--- config.mk ---
export PLATFORM = sky130hd
export DESIGN_NAME = cmd_seq_encoder
export DESIGN_NICKNAME = d
export VERILOG_FILES = /design/src/rtl/cmd_seq_pkg.sv /design/src/rtl/cmd_seq_encoder.sv
export SDC_FILE = /design/constraint.sdc
export NUM_CORES = 1
export LEC_CHECK = 0
export ABC_AREA = 0
export CAP_MARGIN = 25
export CORE_AREA = 2 2 39 41
export DETAILED_ROUTE_END_ITERATION = 10
export DIE_AREA = 0 0 41 43
export DONT_BUFFER_PORTS = 1
export PLACE_DENSITY = 0.73
export RECOVER_POWER = 25
export SYNTH_ARGS = -nofsm -noshare
export SYNTH_HDL_FRONTEND = slang
export SYNTH_SLANG_ARGS = --single-unit
--- constraint.sdc ---
create_clock -name CMD_CLK_IN -period 1.4 [get_ports CMD_CLK_IN]
set_input_delay 0.07 -clock CMD_CLK_IN [delete_from_list [all_inputs] [get_ports CMD_CLK_IN]]
set_output_delay 0.07 -clock CMD_CLK_IN [all_outputs]
set_load 0.02 [all_outputs]
--- src/rtl/cmd_seq_pkg.sv ---
// command sequencer shared definitions
// register map, configuration fields, reset values and enums

package cmd_seq_pkg;

    localparam logic [7:0] VERSION = 8'h01;

    // byte addresses of the register map
    localparam int ADDR_VERSION   = 0;
    localparam int ADDR_START     = 1;  // write starts, read gives finish flag
    localparam int ADDR_CONF      = 2;
    localparam int ADDR_SIZE      = 3;  // 2 bytes little endian
    localparam int ADDR_REPEAT    = 5;  // 4 bytes
    localparam int ADDR_START_REP = 9;  // 2 bytes
    localparam int ADDR_STOP_REP  = 11; // 2 bytes
    localparam int ADDR_OUT_EN    = 13;
    localparam int ADDR_MEM_BASE  = 16;

    // bits of the configuration byte
    localparam int CONF_EXT_START   = 0;
    localparam int CONF_MODE_LSB    = 1;
    localparam int CONF_MODE_MSB    = 2;
    localparam int CONF_DIS_CLK_FWD = 3;
    localparam int CONF_DIS_PULSE   = 4;

    localparam logic [31:0] REPEAT_RESET = 32'd1;
    localparam logic [7:0]  OUT_EN_RESET = 8'hff;

    typedef enum logic [1:0] {
        IDLE     = 2'd0,
        SEND     = 2'd1,
        HOLD_ACK = 2'd2  // drain the output pipe, finish the handshake
    } seq_state_e;

    typedef enum logic [1:0] {
        MODE_POS          = 2'd0,
        MODE_NEG          = 2'd1,
        MODE_MANCH_IEEE   = 2'd2,  // low to high is a one
        MODE_MANCH_THOMAS = 2'd3   // high to low is a one
    } out_mode_e;

endpackage

--- src/rtl/cmd_seq_encoder.sv ---
// command stream encoder
// serializes the current byte MSB first, masks lanes and drives
// each lane through a dual-edge output stage with clock forwarding

`timescale 1ns/1ps

module cmd_seq_encoder #(
    parameter int OUTPUTS = 1
) (
    input  logic                   CMD_CLK_IN,
    input  logic                   RST_CMD_CLK,
    input  logic [7:0]             word,
    input  logic                   word_load,
    input  logic [2:0]             bit_sel,
    input  logic                   bit_valid,
    input  logic [7:0]             out_en,
    input  cmd_seq_pkg::out_mode_e out_mode,
    input  logic                   dis_clk_fwd,
    output logic [OUTPUTS-1:0]     cmd_data,
    output logic                   cmd_valid,
    output logic [OUTPUTS-1:0]     cmd_clk_out
);

    logic [7:0]         word_q;
    logic [7:0]         cur_word;
    logic               ser;
    logic [7:0]         lane_bits;
    logic [OUTPUTS-1:0] data_pos;   // rising edge register
    logic [OUTPUTS-1:0] data_neg;   // falling edge register
    logic [OUTPUTS-1:0] rise_val;
    logic [OUTPUTS-1:0] fall_val;
    logic               fwd_en;

    always_ff @(posedge CMD_CLK_IN) begin
        if (word_load)
            word_q <= word;
    end

    // bypass on the load cycle
    assign cur_word  = word_load ? word : word_q;
    assign ser       = cur_word[3'd7 - bit_sel] && bit_valid;  // zero between sequences
    assign lane_bits = {8{ser}} & out_en;

    always_ff @(posedge CMD_CLK_IN) begin
        if (RST_CMD_CLK) begin
            data_pos  <= '0;
            cmd_valid <= 1'b0;
            fwd_en    <= 1'b1;
        end else begin
            data_pos  <= lane_bits[OUTPUTS-1:0];
            cmd_valid <= bit_valid;
            fwd_en    <= !dis_clk_fwd;
        end
    end

    // half a cycle behind data_pos
    always_ff @(negedge CMD_CLK_IN) begin
        if (RST_CMD_CLK)
            data_neg <= '0;
        else
            data_neg <= data_pos;
    end

    // first half of the cycle drives rise_val, second half fall_val
    always_comb begin
        case (out_mode)
            cmd_seq_pkg::MODE_POS: begin
                rise_val = data_pos;
                fall_val = data_neg;
            end
            cmd_seq_pkg::MODE_NEG: begin
                rise_val = data_neg;  // still the previous bit
                fall_val = data_neg;
            end
            cmd_seq_pkg::MODE_MANCH_IEEE: begin
                rise_val = ~data_pos;
                fall_val = data_neg;
            end
            default: begin
                rise_val = data_pos;
                fall_val = ~data_neg;
            end
        endcase
    end

    assign cmd_data    = CMD_CLK_IN ? rise_val : fall_val;
    assign cmd_clk_out = {OUTPUTS{CMD_CLK_IN && fwd_en}};  // low when forwarding is off

endmodule

# Yosys cells after proc, flatten, opt, wreduce, memory -nomap -nowiden
# Index checks and enable logic that the tools add are counted.
# word_totals
ff_bits	12
latch_bits	0
ram_bits	0
rom_bits	0
inputBits	26
output_inout_bits	3
word_cells	23
memories	0
# op_classes
n_addsub	1
n_mul	0
div	0
n_lt_le_gt_ge	1
n_eq_ne	2
shifts	0
mux	6
n_bitwise	3
n_reduce_logical	5
# op_table
operator	n
$mux W8	1
$lt A3 B4 Y1 const B	1
$bmux W1 S3	1
$mux W1	3
$reduce_or A3 Y1	1
$sub A3 B3 Y3 const A	1
$eq A2 B1 Y1 const B	1
$eq A2 B2 Y1 const B	1
$logic_and A1 B1 Y1	2
$logic_not A2 Y1	1
$not A1 Y1	2
$pmux W1 S2	1
$and A1 B1 Y1	1
$logic_not A1 Y1	1

# Logic depth before layout (Yosys ltp)
# logic_depth
word_depth	5
ltp_mapped	6
depth_no_buf	6

==> summary.md <==
* **result of the run** finished with violations
* **violated checks** negative hold slack, negative setup slack
* **Async S/R FF share, synth** 0%
* **Synth Area in Compound Gates** 4.63%
* **RR Startpoint** word_q[4]$_DFF_P_
* **synthesis-to-layout area growth** 55.5%
* **Core Region** 0.00138 mm²
* **reported leakage power** 0.000426 µW
* **I/O Buffers** 0
* **area share of fa/ha/maj cells after synthesis** 6.04%
* **Detailed Route Iter0 Violations** 25
* **gr usage total** 20.4%
* **I/O pin count** 29
* **worst-case headroom to the max-slew limit** 82.3%
* **ratio of routed vias to standard cells** 5.04
* **R2R Setup Slk** 0.13 ns
* **Max Slew Vio Count** 0
* **area share of the largest cell type after synthesis** 38.6%
* **Worst Hold End** data_pos$_SDFF_PP0_
* **fraction of layout instances using a drive strength above 1** 17.4%
* **Design Power** 1020 µW
* **final worst slack** -0.613 ns
* **number of rows created at floorplan** 14
* **Ant. Diodes** 0
* **Starting Density** 44.9%
* **Syn Area/Cell** 10.9 µm²
* **top flip-flop cell by instance count after synthesis** sky130_fd_sc_hd__dfxtp_1
* **transition time at the pin with the least slew margin** 0.265 ns
* **distinct cell type count after synthesis** 21
* **maximum vdd ir drop** 0.668 mV
* **Critical R2R Capture** word_q[4]$_DFF_P_
* **endpoint kind of the worst setup timing path** output pin
* **number of global-route vias before repair** 581
* **height of the chip** 43 µm
* **clock tree from TritonCTS** built
* **nets** 122
* **worst reg-to-reg path cell count** 2
* **pre-CTS setup slack** -0.141 ns
* **area share of xor/xnor cells in the synthesized design** 1.41%
* **total grt overflow** 0
* **Remaining DRCs** 0
* **cell types with the largest area share after synthesis** sky130_fd_sc_hd__dfxtp_1, sky130_fd_sc_hd__mux2_1, sky130_fd_sc_hd__mux2i_1
* **total vias in the final route** 544
* **post-synth top area cell** sky130_fd_sc_hd__dfxtp_1
* **count of flip-flops with a built-in enable after synthesis** 0
* **class of the most critical hold timing path** primary input to flip-flop
* **warning count from the yosys run** 0
* **post-CTS setup buffers** 0
* **clk slew on worst S/H paths** 0.09 ns
* **worst hold path cell count** 4
* **reported max-cap violation count** 0
* **number of antenna violations at the first check in global routing** 0
* **first-pass GRT wire length** 2240 µm
* **RSZ-0062 raised after global routing** yes
* **die width** 41 µm
* **largest family of logic cells by synthesized area** multiplexers
* **WL/cell** 12.9 µm
* **routed wire length** 1400 µm
* **number of setup violations in the final report** 3
* **final core utilization** 69.9%
* **CP max FO** 2
* **Final ANT Viol Nets** 0
* **launch point of the worst hold path** bit_sel[0]
* **final hold slack** -0.000180 ns
* **global placement routability congestion** 0.728
* **total of flip-flops plus latches after synthesis** 12
* **clock network latency to the later pin of the worst-skew pair** 0.46 ns
* **multiplexer share of the synthesized area** 28.8%
* **DRT Pass-1 Iters** 4
* **Critical Path Source Type** flip-flop
* **share of synthesized cell area in and, or, nand and nor gates** 13.9%
* **required time of the critical path** 1.33 ns
* **setup skew after layout** 0.0657 ns
* **largest net degree at the start of global routing** 13
* **syn nets** 86
* **sequential cell area fraction in the yosys report** 38.6%
* **dpl hpwl** 767 µm
* **data arrival time of the critical path** 1.94 ns
* **power density over the cells** 1060 mW/mm²
* **total die area** 0.00176 mm²
* **gate count after technology mapping** 57
* **category of the most critical setup path** flip-flop to output pin
* **endpoints failing hold** 1
* **netlist area before placement** 622 µm²
flip-flops by register name (all words and copies together) (netlist names):
signal     count
word_q         8
cmd_valid      1
data_neg       1
data_pos       1
fwd_en         1
timing repair:
item	CTS	global route
endpoints found under the setup margin	3	4
resized for setup	0	4
pin swaps	1	2
endpoints found under the hold margin	11	1
hold buffers	26	2
cells by family (layout without fill, tap and decap cells):
group,count (synthesis),after routing
mux,14,14
flops,12,12
fa+ha+maj,3,3
compound gates,5,5
simple gates,16,16
buf+inv,6,41
xor+xnor,1,1
cells in the mapped netlist, drive strengths merged (2+ instances only):
library cell / n
inv: 4
a21oi: 3
mux4: 2
buf: 2
dfxtp: 12
nand2: 6
nand2b: 4
mux2: 8
ha: 3
mux2i: 4
per-layer routing:
layer | GRT usage, % | vias up | routed length (µm)
met3 | 11.5 | 2 | 76
met5 | 0 | - | 0
li1 | - | 268 | -
met2 | 31.6 | 19 | 748
met4 | 12.7 | 0 | 16
met1 | 19.6 | 255 | 554
how the worst max path moves through the flow:
stage                              from       end  slack [ns]  cells past startpoint
global placement    data_neg$_SDFF_NP0_  cmd_data       -0.12                      4
CTS                 data_neg$_SDFF_NP0_  cmd_data       -0.62                      4
global route        data_neg$_SDFF_NP0_  cmd_data       -0.68                      4
detailed placement  data_neg$_SDFF_NP0_  cmd_data       -0.14                      4
floorplan           data_neg$_SDFF_NP0_  cmd_data       -0.13                      4
finish              data_neg$_SDFF_NP0_  cmd_data       -0.61                      4
area by class of cell:
cell class                 instances  area (µm²)
fill                             111         417
multi-input combinational         39         354
timing repair buffer              28         278
sequential                        12         243
clock buffer                       6        45.0
tap                               16        20.0
clock inverter                     4        16.3
inverter                           3        11.3
power breakdown:
part	total (µW)	switching, µW	internal, µW
logic	155	42.4	112
clock network	484	252	232
registers	386	14.6	371
through the flow:
step                setup TNS, ns  hold WS, ns  instance area (µm²)  std cells
floorplan                  -0.127        0.143                  627         57
global placement           -0.124        0.146                  628         72
detailed placement         -0.141        0.148                  628         72
CTS                        -0.621       0.0391                  946        107
global route               -0.685       0.0110                  967        108
finish                     -0.613    -0.000180                  967        108
worst max-delay path, cell delays in order (launching register included):
cell and delay, ns:
sky130_fd_sc_hd__dfxtp_2 0.32, sky130_fd_sc_hd__buf_4 0.10, sky130_fd_sc_hd__xor2_1 0.15, sky130_fd_sc_hd__nand2_1 0.09
sky130_fd_sc_hd__o21ai_2 0.12
cells in the final DEF, fill, tap and decap left out:
master and n:
sky130_fd_sc_hd__ha_1 3, sky130_fd_sc_hd__mux4_1 1, sky130_fd_sc_hd__and2_1 1, sky130_fd_sc_hd__mux2_1 8, sky130_fd_sc_hd__nor2_1 1, sky130_fd_sc_hd__mux4_2 1
sky130_fd_sc_hd__a21oi_2 2, sky130_fd_sc_hd__nand4_1 1, sky130_fd_sc_hd__clkinv_2 1, sky130_fd_sc_hd__clkbuf_4 6, sky130_fd_sc_hd__o21ai_2 1, sky130_fd_sc_hd__nand2_2 1
sky130_fd_sc_hd__nand2_1 5, sky130_fd_sc_hd__nor2b_1 1, sky130_fd_sc_hd__xor2_1 1, sky130_fd_sc_hd__dlygate4sd3_1 27, sky130_fd_sc_hd__and2b_2 1, sky130_fd_sc_hd__buf_4 1
sky130_fd_sc_hd__dfxtp_1 10, sky130_fd_sc_hd__mux2i_1 4, sky130_fd_sc_hd__inv_1 6, sky130_fd_sc_hd__nand3b_1 1, sky130_fd_sc_hd__dfxtp_2 2, sky130_fd_sc_hd__a21oi_1 1
sky130_fd_sc_hd__nand2b_1 4, sky130_fd_sc_hd__o2111ai_1 1
(Power assumes the default switching activity.)
