### src/rtl/cmd_seq_pkg.sv
// command sequencer shared definitions
// register map, configuration fields, reset values and enums

package cmd_seq_pkg;

    localparam logic [7:0] VERSION = 8'h01;

    // byte addresses of the register map
    localparam int ADDR_VERSION   = 0;
    localparam int ADDR_START     = 1;  // write starts, read gives finish flag
    localparam int ADDR_CONF      = 2;
    localparam int ADDR_SIZE      = 3;  // 2 bytes little endian
    localparam int ADDR_REPEAT    = 5;  // 4 bytes
    localparam int ADDR_START_REP = 9;  // 2 bytes
    localparam int ADDR_STOP_REP  = 11; // 2 bytes
    localparam int ADDR_OUT_EN    = 13;
    localparam int ADDR_MEM_BASE  = 16;

    // bits of the configuration byte
    localparam int CONF_EXT_START   = 0;
    localparam int CONF_MODE_LSB    = 1;
    localparam int CONF_MODE_MSB    = 2;
    localparam int CONF_DIS_CLK_FWD = 3;
    localparam int CONF_DIS_PULSE   = 4;

    localparam logic [31:0] REPEAT_RESET = 32'd1;
    localparam logic [7:0]  OUT_EN_RESET = 8'hff;

    typedef enum logic [1:0] {
        IDLE     = 2'd0,
        SEND     = 2'd1,
        HOLD_ACK = 2'd2  // drain the output pipe, finish the handshake
    } seq_state_e;

    typedef enum logic [1:0] {
        MODE_POS          = 2'd0,
        MODE_NEG          = 2'd1,
        MODE_MANCH_IEEE   = 2'd2,  // low to high is a one
        MODE_MANCH_THOMAS = 2'd3   // high to low is a one
    } out_mode_e;

endpackage

### src/rtl/cmd_seq_ctrl.sv
// command sequencer control
// FSM with bit and repeat counters, memory addressing, start sources,
// start_req/start_ack handshake and the start pulse

`timescale 1ns/1ps

module cmd_seq_ctrl #(
    parameter int CMD_MEM_SIZE = 2048
) (
    input  logic                            CMD_CLK_IN,
    input  logic                            RST_CMD_CLK,
    input  logic                            bus_start,
    input  logic                            ext_start_flag,
    input  logic                            ext_start_en,
    input  logic                            start_req,
    output logic                            start_ack,
    input  logic [15:0]                     cmd_size,
    input  logic [31:0]                     repeat_count,
    input  logic [15:0]                     start_repeat,
    input  logic [15:0]                     stop_repeat,
    input  logic                            dis_start_pulse,
    output logic                            ready,
    output logic                            start_pulse,
    output logic [$clog2(CMD_MEM_SIZE)-1:0] mem_rd_addr,
    input  logic [7:0]                      mem_rd_data,
    output logic [7:0]                      word,
    output logic                            word_load,
    output logic [2:0]                      bit_sel,
    output logic                            bit_valid
);

    localparam int MEM_AW = $clog2(CMD_MEM_SIZE);

    cmd_seq_pkg::seq_state_e state, next_state;

    logic [15:0] cnt;        // pattern bit being fetched
    logic [31:0] rep_cnt;    // pass number from 1
    logic        jumped;     // cnt was just reloaded by a wrap
    logic [15:0] mid_end;
    logic [15:0] last_bit;
    logic [15:0] byte_idx;
    logic        take_req;
    logic        take;
    logic        wrap;
    logic        last;
    logic        pulse_s1;

    assign take_req = start_req && !start_ack;  // one start per handshake
    assign take     = (state == cmd_seq_pkg::IDLE)
                      && (bus_start || (ext_start_flag && ext_start_en) || take_req);

    assign mid_end  = cmd_size - stop_repeat - 16'd1;
    assign last_bit = cmd_size - 16'd1;
    assign wrap     = (cnt == mid_end) && (rep_cnt < repeat_count);
    assign last     = (cnt == last_bit) && !wrap;

    always_comb begin
        next_state = state;
        case (state)
            cmd_seq_pkg::IDLE:     if (take) next_state = cmd_seq_pkg::SEND;
            cmd_seq_pkg::SEND:     if (last) next_state = cmd_seq_pkg::HOLD_ACK;
            cmd_seq_pkg::HOLD_ACK: if (!bit_valid && !start_ack) next_state = cmd_seq_pkg::IDLE;
            default:               next_state = cmd_seq_pkg::IDLE;
        endcase
    end

    always_ff @(posedge CMD_CLK_IN) begin
        if (RST_CMD_CLK) begin
            state   <= cmd_seq_pkg::IDLE;
            cnt     <= 16'd0;
            rep_cnt <= 32'd1;
            jumped  <= 1'b0;
        end else begin
            state  <= next_state;
            jumped <= 1'b0;
            if (take) begin
                cnt     <= 16'd0;
                rep_cnt <= 32'd1;
            end else if (state == cmd_seq_pkg::SEND) begin
                if (wrap) begin
                    cnt     <= start_repeat;  // back to the start-repeat point
                    rep_cnt <= rep_cnt + 32'd1;
                    jumped  <= 1'b1;
                end else if (!last) begin
                    cnt <= cnt + 16'd1;
                end
            end
        end
    end

    // byte address one stage ahead of the encoder
    assign byte_idx    = {3'd0, cnt[15:3]};
    assign mem_rd_addr = byte_idx[MEM_AW-1:0];
    assign word        = mem_rd_data;

    always_ff @(posedge CMD_CLK_IN) begin
        bit_sel <= cnt[2:0];
    end

    always_ff @(posedge CMD_CLK_IN) begin
        if (RST_CMD_CLK) begin
            bit_valid   <= 1'b0;
            word_load   <= 1'b0;
            pulse_s1    <= 1'b0;
            start_pulse <= 1'b0;
            ready       <= 1'b1;
            start_ack   <= 1'b0;
        end else begin
            bit_valid <= (state == cmd_seq_pkg::SEND);
            word_load <= (state == cmd_seq_pkg::SEND) && ((cnt[2:0] == 3'd0) || jumped);
            // first pass only so the pulse comes once
            pulse_s1    <= (state == cmd_seq_pkg::SEND) && (cnt == start_repeat)
                           && (rep_cnt == 32'd1);
            start_pulse <= pulse_s1 && !dis_start_pulse;  // aligned with cmd_data
            ready       <= (next_state == cmd_seq_pkg::IDLE);
            if (take && start_req)
                start_ack <= 1'b1;
            else if (!start_req)
                start_ack <= 1'b0;
        end
    end

    a_cnt_bound: assert property (@(posedge CMD_CLK_IN) disable iff (RST_CMD_CLK)
        (state == cmd_seq_pkg::SEND) |-> (cnt <= cmd_size));

    // ack comes up on the first SEND cycle of a request
    a_ack_on_req: assert property (@(posedge CMD_CLK_IN) disable iff (RST_CMD_CLK)
        $rose(start_ack) |-> ($past(start_req) && (state == cmd_seq_pkg::SEND)));

endmodule

### config.mk
export PLATFORM = sky130hd
export DESIGN_NAME = cmd_seq_ctrl
export DESIGN_NICKNAME = d
export VERILOG_FILES = /design/src/rtl/cmd_seq_pkg.sv /design/src/rtl/cmd_seq_ctrl.sv
export SDC_FILE = /design/constraint.sdc
export NUM_CORES = 1
export LEC_CHECK = 0
export ABC_AREA = 0
export BUFFER_PORTS_ARGS = -buffer_cell sky130_fd_sc_hd__buf_4
export CORE_AREA = 2 2 95 188
export CTS_BUF_LIST = sky130_fd_sc_hd__clkbuf_16
export CTS_CLUSTER_DIAMETER = 200
export CTS_CLUSTER_SIZE = 10
export DETAILED_ROUTE_END_ITERATION = 6
export DIE_AREA = 0 0 97 190
export GPL_TIMING_DRIVEN = 0
export SLEW_MARGIN = 40
export SYNTH_ARGS = -nofsm -noshare
export SYNTH_HDL_FRONTEND = slang
export SYNTH_SLANG_ARGS = --single-unit
### constraint.sdc
create_clock -name CMD_CLK_IN -period 4.8 [get_ports CMD_CLK_IN]
set_input_delay 0.96 -clock CMD_CLK_IN [delete_from_list [all_inputs] [get_ports CMD_CLK_IN]]
set_output_delay 0.96 -clock CMD_CLK_IN [all_outputs]
set_load 0.01 [all_outputs]
### Yosys cells after proc, flatten, opt, wreduce, memory -nomap -nowiden

Index checks and enable logic that the tools add are counted.

| storage, ports and cells | value |
|---|---|
| memory bits (writable) | 0 |
| register bits after elaboration | 60 |
| memories | 0 |
| bits in read-only memories | 0 |
| bits in latches | 0 |
| word-level logic and storage cells | 60 |

| operators by class | value |
|---|---|
| equality and inequality tests | 8 |
| add/subtract/negate cells | 5 |
| shifts and indexed selects | 0 |
| reductions and logical operators | 25 |
| bitwise operators | 1 |
| order comparisons | 1 |
| muxes and demuxes | 9 |
| div/mod/pow operators | 0 |
| multipliers | 0 |

Operators with widths:

| operator | number |
|---|---|
| $eq 16x16->1 | 3 |
| $add 32x1->32 const B | 1 |
| $eq 32x1->1 const B | 1 |
| $lt 32x32->1 | 1 |
| $mux 16 | 2 |
| $sub 16x1->16 const B | 2 |
| $add 16x1->16 const B | 1 |
| $sub 16x16->16 | 1 |
| $logic_and 1x1->1 | 11 |
| $mux 2 | 3 |
| $pmux 2 s3 | 1 |
| $logic_not 1->1 | 4 |
| $logic_not 2->1 | 2 |
| $reduce_and 2->1 | 2 |
| $logic_not 3->1 | 1 |
| $logic_or 1x1->1 | 3 |
| $mux 1 | 3 |
| $reduce_or 3->1 | 1 |
| $eq 2x1->1 const B | 1 |
| $eq 2x2->1 const B | 1 |
| $ne 2x1->1 const B | 1 |
| $ne 2x2->1 const B | 1 |
| $reduce_or 2->1 | 1 |
| $not 1->1 | 1 |

### Longest topological paths before layout

Gate-level depths: netlist (run 1).

| depth | value |
|---|---|
| word-level depth | 9 |
| mapped depth | 15 |
| depth with buffers taken out | 13 |

### Worst setup path before layout (run 1)

Ideal clock, no wire load.

| timing | value |
|---|---|
| path type | input -> register |
| from | input port stop_repeat[0] |
| to | register rep_cnt[4] |
| data arrival time | 3967 ps |
| setup slack | 763 ps |
| library setup time | 70 ps |
| cell stages on the path | 15 |
| path through | inv_1 ha_1 fa_1 a21o_1 a31oi_2 nor4_1 a221oi_2 nand2_1 or3_4 or3_1 buf_2 or2_1 buf_2 or3_1 a21oi_1 |

| on the way | value |
|---|---|
| cells in the longest elaborated chain, start to end | 5 |

RTL lines:

| what | RTL line | source |
|---|---|---|
| start: declaration | cmd_seq_ctrl.sv:20 | `input logic [15:0] stop_repeat,` |
| $sub 16x16->16 | cmd_seq_ctrl.sv:52 | `assign mid_end = cmd_size - stop_repeat - 16'd1;` |
| $sub 16x1->16 | cmd_seq_ctrl.sv:52 |  |
| $eq 16x16->1 | cmd_seq_ctrl.sv:54 | `assign wrap = (cnt == mid_end) && (rep_cnt < repeat_count);` |
| $logic_and 1x1->1 | cmd_seq_ctrl.sv:54 |  |
| $reduce_and 2->1 (no line) | - |  |
| end signal: assignment | cmd_seq_ctrl.sv:82 | `rep_cnt <= rep_cnt + 32'd1;` |
| end: declaration | cmd_seq_ctrl.sv:37 | `logic [31:0] rep_cnt;` |

Every way passes these cells.
A chain may end at the register's enable or synchronous reset.

### Final worst setup path (run 1)

| timing | value |
|---|---|
| from | input port cmd_size[3] |
| to | register cnt[4] |

| on the way | value |
|---|---|
| cells in the longest elaborated chain, start to end | 8 |
| elaborated cells on any way between the ends | 11 |

RTL lines:

| what | RTL line | source |
|---|---|---|
| start: declaration | cmd_seq_ctrl.sv:17 | `input logic [15:0] cmd_size,` |
| $sub 16x16->16 | cmd_seq_ctrl.sv:52 |  |
| $sub 16x1->16 | cmd_seq_ctrl.sv:52 |  |
| $eq 16x16->1 | cmd_seq_ctrl.sv:54 |  |
| $logic_and 1x1->1 | cmd_seq_ctrl.sv:54 |  |
| $logic_not 1->1 | cmd_seq_ctrl.sv:55 | `assign last = (cnt == last_bit) && !wrap;` |
| $logic_and 1x1->1 | cmd_seq_ctrl.sv:55 |  |
| $ne 2x2->1 (no line) | - |  |
| $reduce_and 2->1 (no line) | - |  |
| end signal: assignment | cmd_seq_ctrl.sv:81 | `cnt <= start_repeat;` |
| end signal: assignment | cmd_seq_ctrl.sv:85 | `cnt <= cnt + 16'd1;` |
| end: declaration | cmd_seq_ctrl.sv:36 | `logic [15:0] cnt;` |

Parallel ways exist; a longest one is shown, timed or not.

==> impl_metrics.py, run 1 <==
metrics = {
    "placement": {
        "gp_congestion": 0.883,
        "place_inst": 1093,
        "dp_hpwl_mm": 15.0,
        "port_buffers": 112,
        "dp_worst_setup_slack_ps": -105,
    },
    "cts": {
        "insertion_delay_ps": 340,
        "cts_setup_buffers": 0,
        "clk_path_buf_depth": 2,
        "cts_hold_buf": 0,
        "cts_tree": "built",
        "clock_sinks": 60,
        "cts-root-buf": "clkbuf_16",
        "cts_made_buffers": 9,
        "path_clk_slew_ps": 60,
        "ctsResizeCount": 0,
        "htreeDepth": 3,
    },
    "sta": {
        "fin_setup_tns_ps": 0,
        "tightest_slew_ps": 709,
        "finalCritPeriodShare_pct": 94.7,
        "clock.fmax_mhz": 220,
        "setup_viol": 0,
        "max_slew_margin_pct": 52.3,
        "hold_viol": 0,
        "setup_ws_ps": 254,
        "maxSlewViolCount": 0,
        "hold_ws_ps": 360,
        "rsz0062_at_grt": "false",
        "layout_min_cycle_time_ps": 4550,
        "skew_ps": 12.6,
    },
    "routing": {
        "via_per_inst": 5.35,
        "dr.pass1.iters": 5,
        "ant_nets": 0,
        "wl_mm": 18.3,
        "dr.first_iter.drc_count": 290,
        "wl_per_cell_microns": 16.5,
        "drt_drc_violations_left": 0,
        "vias": 5935,
    },
    "worst_setup_path": {
        "end_kind": "register",
        "cp_data_arrival_time_ps": 4740,
        "path_class": "in -> reg",
        "required_ps": 5000,
        "worst_setup_path_start_kind": "input pin",
        "r2r_cells": 12,
        "r2r_end": "cnt[4]",
        "cp-startpoint": "cmd_size[3]",
        "crit_fanout": 10,
        "r2r_start": "rep_cnt[31]",
        "r2r_slack_ps": 870,
    },
    "hold_path": {
        "hold_path_depth": 0,
        "hold-path-endpoint": "bit_sel[2]",
        "hold_path.class": "reg -> reg",
        "min_from": "cnt[2]",
    },
    "yosys": {
        "syn_nets": 917,
        "synthesis.area_sq_mm": 0.00583,
        "synth_area_per_cell_sq_um": 7.57,
        "syn_inst": 770,
        "ys_seq_area_share_pct": 20.6,
        "ys_ff_latch": 60,
        "synth_edf_count": 0,
        "synth-main-ff-cell": "dfxtp_1",
        "ys_types": 73,
        "yosys_warnings": 0,
        "ys_async_sr_fraction_pct": 0,
    },
    "floorplan": {
        "fp-row-count": 68,
        "start_util_pct": 34.1,
        "ioPinCount": 122,
        "core_sq_mm": 0.0171,
        "dieArea_sq_mm": 0.0184,
        "die_w_microns": 97,
        "die_y_microns": 190,
    },
    "finish": {
        "synthToLayoutAreaGrowth_pct": 25.7,
        "final_net_count": 1041,
        "drive_above_1_share_pct": 19.9,
        "diodes": 0,
        "mostFrequentLayoutCells": "135 x buf_4, 66 x inv_1, 64 x nor2_1",
        "fin_util_pct": 42.8,
        "fin_cells": 1109,
        "final_common_cell": "buf_4",
    },
    "run_status": {
        "status": "finished, final reports clean",
    },
    "global_route": {
        "grt_max_degree": 13,
        "grt_overflow": 0,
        "antenna_found_initial": 0,
        "grt_pass1_wl_mm": 29.9,
        "grt_pass1_vias": 5872,
        "grt_use_total_pct": 19.9,
    },
    "pwr": {
        "vdd_drop_max_mv": 0.186,
        "power_density_mw_per_mm2": 228,
        "p_leak_nw": 3.29,
    },
    "flow_run": {
        "cap_violations": 0,
    },
}
layer usage:
| metal | vias to the layer above | share of wire (%) | GRT usage, % | routed length (microns) |
|---|---|---|---|---|
| met1 | 2750 | 43 | 24.6 | 7870 |
| met5 | - | 0 | 0 | 0 |
| met3 | 28 | 4.3 | 2.68 | 788 |
| met2 | 164 | 50 | 35.2 | 9130 |
| li1 | 2993 | - | - | - |
| met4 | 0 | 2.8 | 7.26 | 519 |
power breakdown:
group,leakage [nW],internal [mW],total (mW),switching (mW)
logic,2.63,0.156,0.350,0.194
clock network,0.180,0.563,0.817,0.253
registers,0.485,0.503,0.506,0.00285
total,3.29,1.22,1.67,0.450
how the worst max path moves through the flow:
stage	cells past startpoint	slack [ps]	endpoint
after global placement	14	-430	cnt[2]
final	13	250	cnt[4]
after floorplan	15	760	rep_cnt[4]
after detailed placement	13	-100	cnt[2]
after CTS	13	240	cnt[2]
after global routing	14	30	cnt[4]
final cells by class:
class	instances	area [sq um]
fillers	1792	9780
multi-input cells	582	4060
flip-flops and latches	60	1200
repair buffers	113	848
plain buffers	62	329
well taps	210	263
inverters	66	248
clock buffers	9	225
clock inverters	7	146
metrics by stage:
stage	power (mW)	instance area [sq um]
after floorplan	0.723	5830
after global placement	0.863	6930
after detailed placement	0.866	6950
after CTS	1.68	7320
after global routing	1.74	7320
final	1.67	7320
cells by family after synthesis:
logic type / count (synthesis) / synth area share (%)
compound gates: 153 / 17.7
buf+inv: 128 / 9.90
xor+xnor: 87 / 13.3
simple gates: 287 / 26.5
fa+ha+maj: 52 / 11.3
flops: 60 / 20.6
mux: 3 / 0.558
sequential cells by signal (all words and copies together) (netlist names):
register     cells
pulse_s1         1
ready            1
cnt             16
jumped           1
state            2
start_ack        1
start_pulse      1
bit_sel          3
rep_cnt         32
bit_valid        1
word_load        1
synth_stat cells (7+ instances only):
master    instances  area share, %
ha_1             51             11
inv_1            66            4.3
o21ai_0          28            2.4
a211oi_1          7           0.90
buf_4            22            2.8
a211o_1           7            1.1
buf_2            10           0.86
clkbuf_1         28            1.8
or3_1             8           0.86
a21oi_1          45            3.9
a21o_1           13            1.7
nand4_1          30            3.2
and4_1           10            1.5
nor4_1           24            2.6
xor2_1           55            8.3
and3_1           12            1.3
nor2_1           64            4.1
nor3_1           20            1.7
nand2_1          44            2.8
nand3_1          32            2.7
and2_1            9           0.97
xnor2_1          31            4.7
dfxtp_1          60             21
critical path, stage by stage:
cell	delay, ps
buf_4	150
ha_1	370
a21o_1	180
a21oi_1	240
a21oi_1	200
mux2_1	350
a211oi_1	460
nand4_1	280
nor3_2	510
clkbuf_1	440
nand2_1	260
o21ai_0	260
a211oi_1	90
No activity file was read; power rests on OpenSTA's default activity.
==> run 2: changes to the inputs <==
CORE_AREA = 2 2 92 183   (was 2 2 95 188)
DIE_AREA = 0 0 94 185   (was 0 0 97 190)
==> impl_metrics.py, run 2 (synthesized netlist as in run 1, its figures left out) <==
metrics = {
    "run_status": {
        "status": "finished, final reports clean",
    },
    "placement": {
        "dpl-instance-area_sq_mm": 0.00694,
        "gp_congestion": 0.912,
        "place_inst": 1087,
        "port_buffers": 112,
        "dp_hpwl_mm": 14.7,
        "dp_worst_setup_slack_ps": -58.5,
    },
    "worst_setup_path": {
        "required_ps": 5010,
        "r2r_end": "rep_cnt[29]",
        "worst_setup_path_start_kind": "input pin",
        "end_kind": "register",
        "r2r_cells": 12,
        "r2r_start": "rep_cnt[21]",
        "crit_fanout": 10,
        "path_class": "in -> reg",
        "r2r_slack_ps": 1060,
        "cp_data_arrival_time_ps": 4570,
    },
    "routing": {
        "via_per_inst": 5.42,
        "ant_nets": 0,
        "wl_mm": 18.3,
        "drt_drc_violations_left": 0,
        "dr.pass1.iters": 5,
        "dr.first_iter.drc_count": 307,
        "wl_per_cell_microns": 16.6,
        "vias": 5975,
    },
    "global_route": {
        "grt_pass1_vias": 5853,
        "grt_max_degree": 13,
        "grt_use_total_pct": 21.5,
        "grt_overflow": 0,
        "antenna_found_initial": 0,
        "grt_pass1_wl_mm": 29.5,
    },
    "pwr": {
        "p_leak_nw": 3.28,
        "power_density_mw_per_mm2": 222,
        "vdd_drop_max_mv": 0.286,
    },
    "finish": {
        "final_net_count": 1041,
        "fin_util_pct": 45.3,
        "final_design_area_no_fill_sq_mm": 0.00730,
        "regMostFlops": "rep_cnt",
        "diodes": 0,
        "largestRegisters": "rep_cnt x32, cnt x16, bit_sel x3",
        "fin_cells": 1103,
        "drive_above_1_share_pct": 20.0,
        "synthToLayoutAreaGrowth_pct": 25.3,
        "fill_cells": 1686,
        "final_common_cell": "buf_4",
        "largest_reg_flops": 32,
        "mostFrequentLayoutCells": "135 x buf_4, 66 x inv_1, 64 x nor2_1",
    },
    "floorplan": {
        "start_util_pct": 36.2,
        "die_w_microns": 94,
        "ioPinCount": 122,
        "die_y_microns": 185,
        "fp-row-count": 66,
        "core_sq_mm": 0.0161,
        "dieArea_sq_mm": 0.0174,
    },
    "cts": {
        "htreeDepth": 3,
        "path_clk_slew_ps": 60,
        "insertion_delay_ps": 340,
        "cts_made_buffers": 9,
        "clock_sinks": 60,
        "cts-root-buf": "clkbuf_16",
        "cts_tree": "built",
        "cts_hold_buf": 0,
        "clk_path_buf_depth": 2,
    },
    "flow_run": {
        "cap_violations": 0,
    },
    "sta": {
        "setup_ws_ps": 444,
        "clock.fmax_mhz": 230,
        "skew_ps": 10.7,
        "layout_min_cycle_time_ps": 4360,
        "hold_viol": 0,
        "setup_viol": 0,
        "tightest_slew_ps": 693,
        "maxSlewViolCount": 0,
        "rsz0062_at_grt": "false",
        "max_slew_margin_pct": 53.4,
        "finalCritPeriodShare_pct": 90.8,
    },
    "hold_path": {
        "hold_path_depth": 0,
        "min_from": "cnt[2]",
        "hold-path-endpoint": "bit_sel[2]",
        "hold_path.class": "reg -> reg",
    },
}
==> run 2: changes by cell type in the layout (fill, tap and decap cells not counted), sizes merged <==
cell,previous run,this run
clkinv,2,1
bufinv,4,3
clkinvlp,0,2
==> run 2: through the flow <==
step	setup TNS [ps]	power [mW]	hold WS [ps]
final	0	1.62	361
after global placement	-3320	0.860	338
after global routing	0	1.69	366
after floorplan	0	0.723	329
after detailed placement	-141	0.864	342
after CTS	0	1.63	358
==> run 2: repair_timing <==
action / CTS / global route
setup buffers: 0 / 0
endpoints found under the setup margin: 0 / 4
gates resized for setup: 0 / 3
==> run 2: final cells by class <==
| class | instances | area [sq um] | share of cell area, % |
|---|---|---|---|
| tap | 204 | 255 | 3.50 |
| buffer | 62 | 330 | 4.52 |
| clock inverter | 7 | 123 | 1.68 |
| multi-input combinational | 582 | 4070 | 55.7 |
| sequential | 60 | 1200 | 16.5 |
| timing repair buffer | 113 | 848 | 11.6 |
| inverter | 66 | 248 | 3.39 |
| clock buffer | 9 | 225 | 3.08 |
==> run 2: worst max path at each step <==
stage / from / endpoint / depth (start not counted)
floorplan: stop_repeat[0] / rep_cnt[4] / 15
global placement: cmd_size[0] / cnt[2] / 14
detailed placement: cmd_size[0] / rep_cnt[4] / 14
CTS: cmd_size[0] / rep_cnt[4] / 14
global route: cmd_size[7] / rep_cnt[29] / 13
finish: cmd_size[0] / rep_cnt[29] / 14
==> run 2: per-layer routing <==
layer	share of wire (%)	vias up	GRT usage, %
li1	-	2984	-
met1	42	2771	26.5
met2	50	184	36.7
met3	4.3	36	3.01
met4	3.6	0	9.28
met5	0	-	0
==> run 2: where the power goes <==
group | total [mW] | switching (mW) | leakage [nW] | internal, mW
Clock | 0.764 | 0.255 | 0.162 | 0.509
Sequential | 0.506 | 0.00288 | 0.485 | 0.503
Combinational | 0.351 | 0.195 | 2.63 | 0.156
Total | 1.62 | 0.453 | 3.28 | 1.17
==> run 2: worst max-delay path: stages <==
cell	delay, ps
buf_4	140
ha_1	220
fa_1	410
a21o_1	220
a31oi_2	370
nor4_1	130
a221oi_2	200
nand2_1	80
or3_4	430
nor4_2	540
clkbuf_1	460
nand4_1	180
xor2_1	180
nor2_1	50
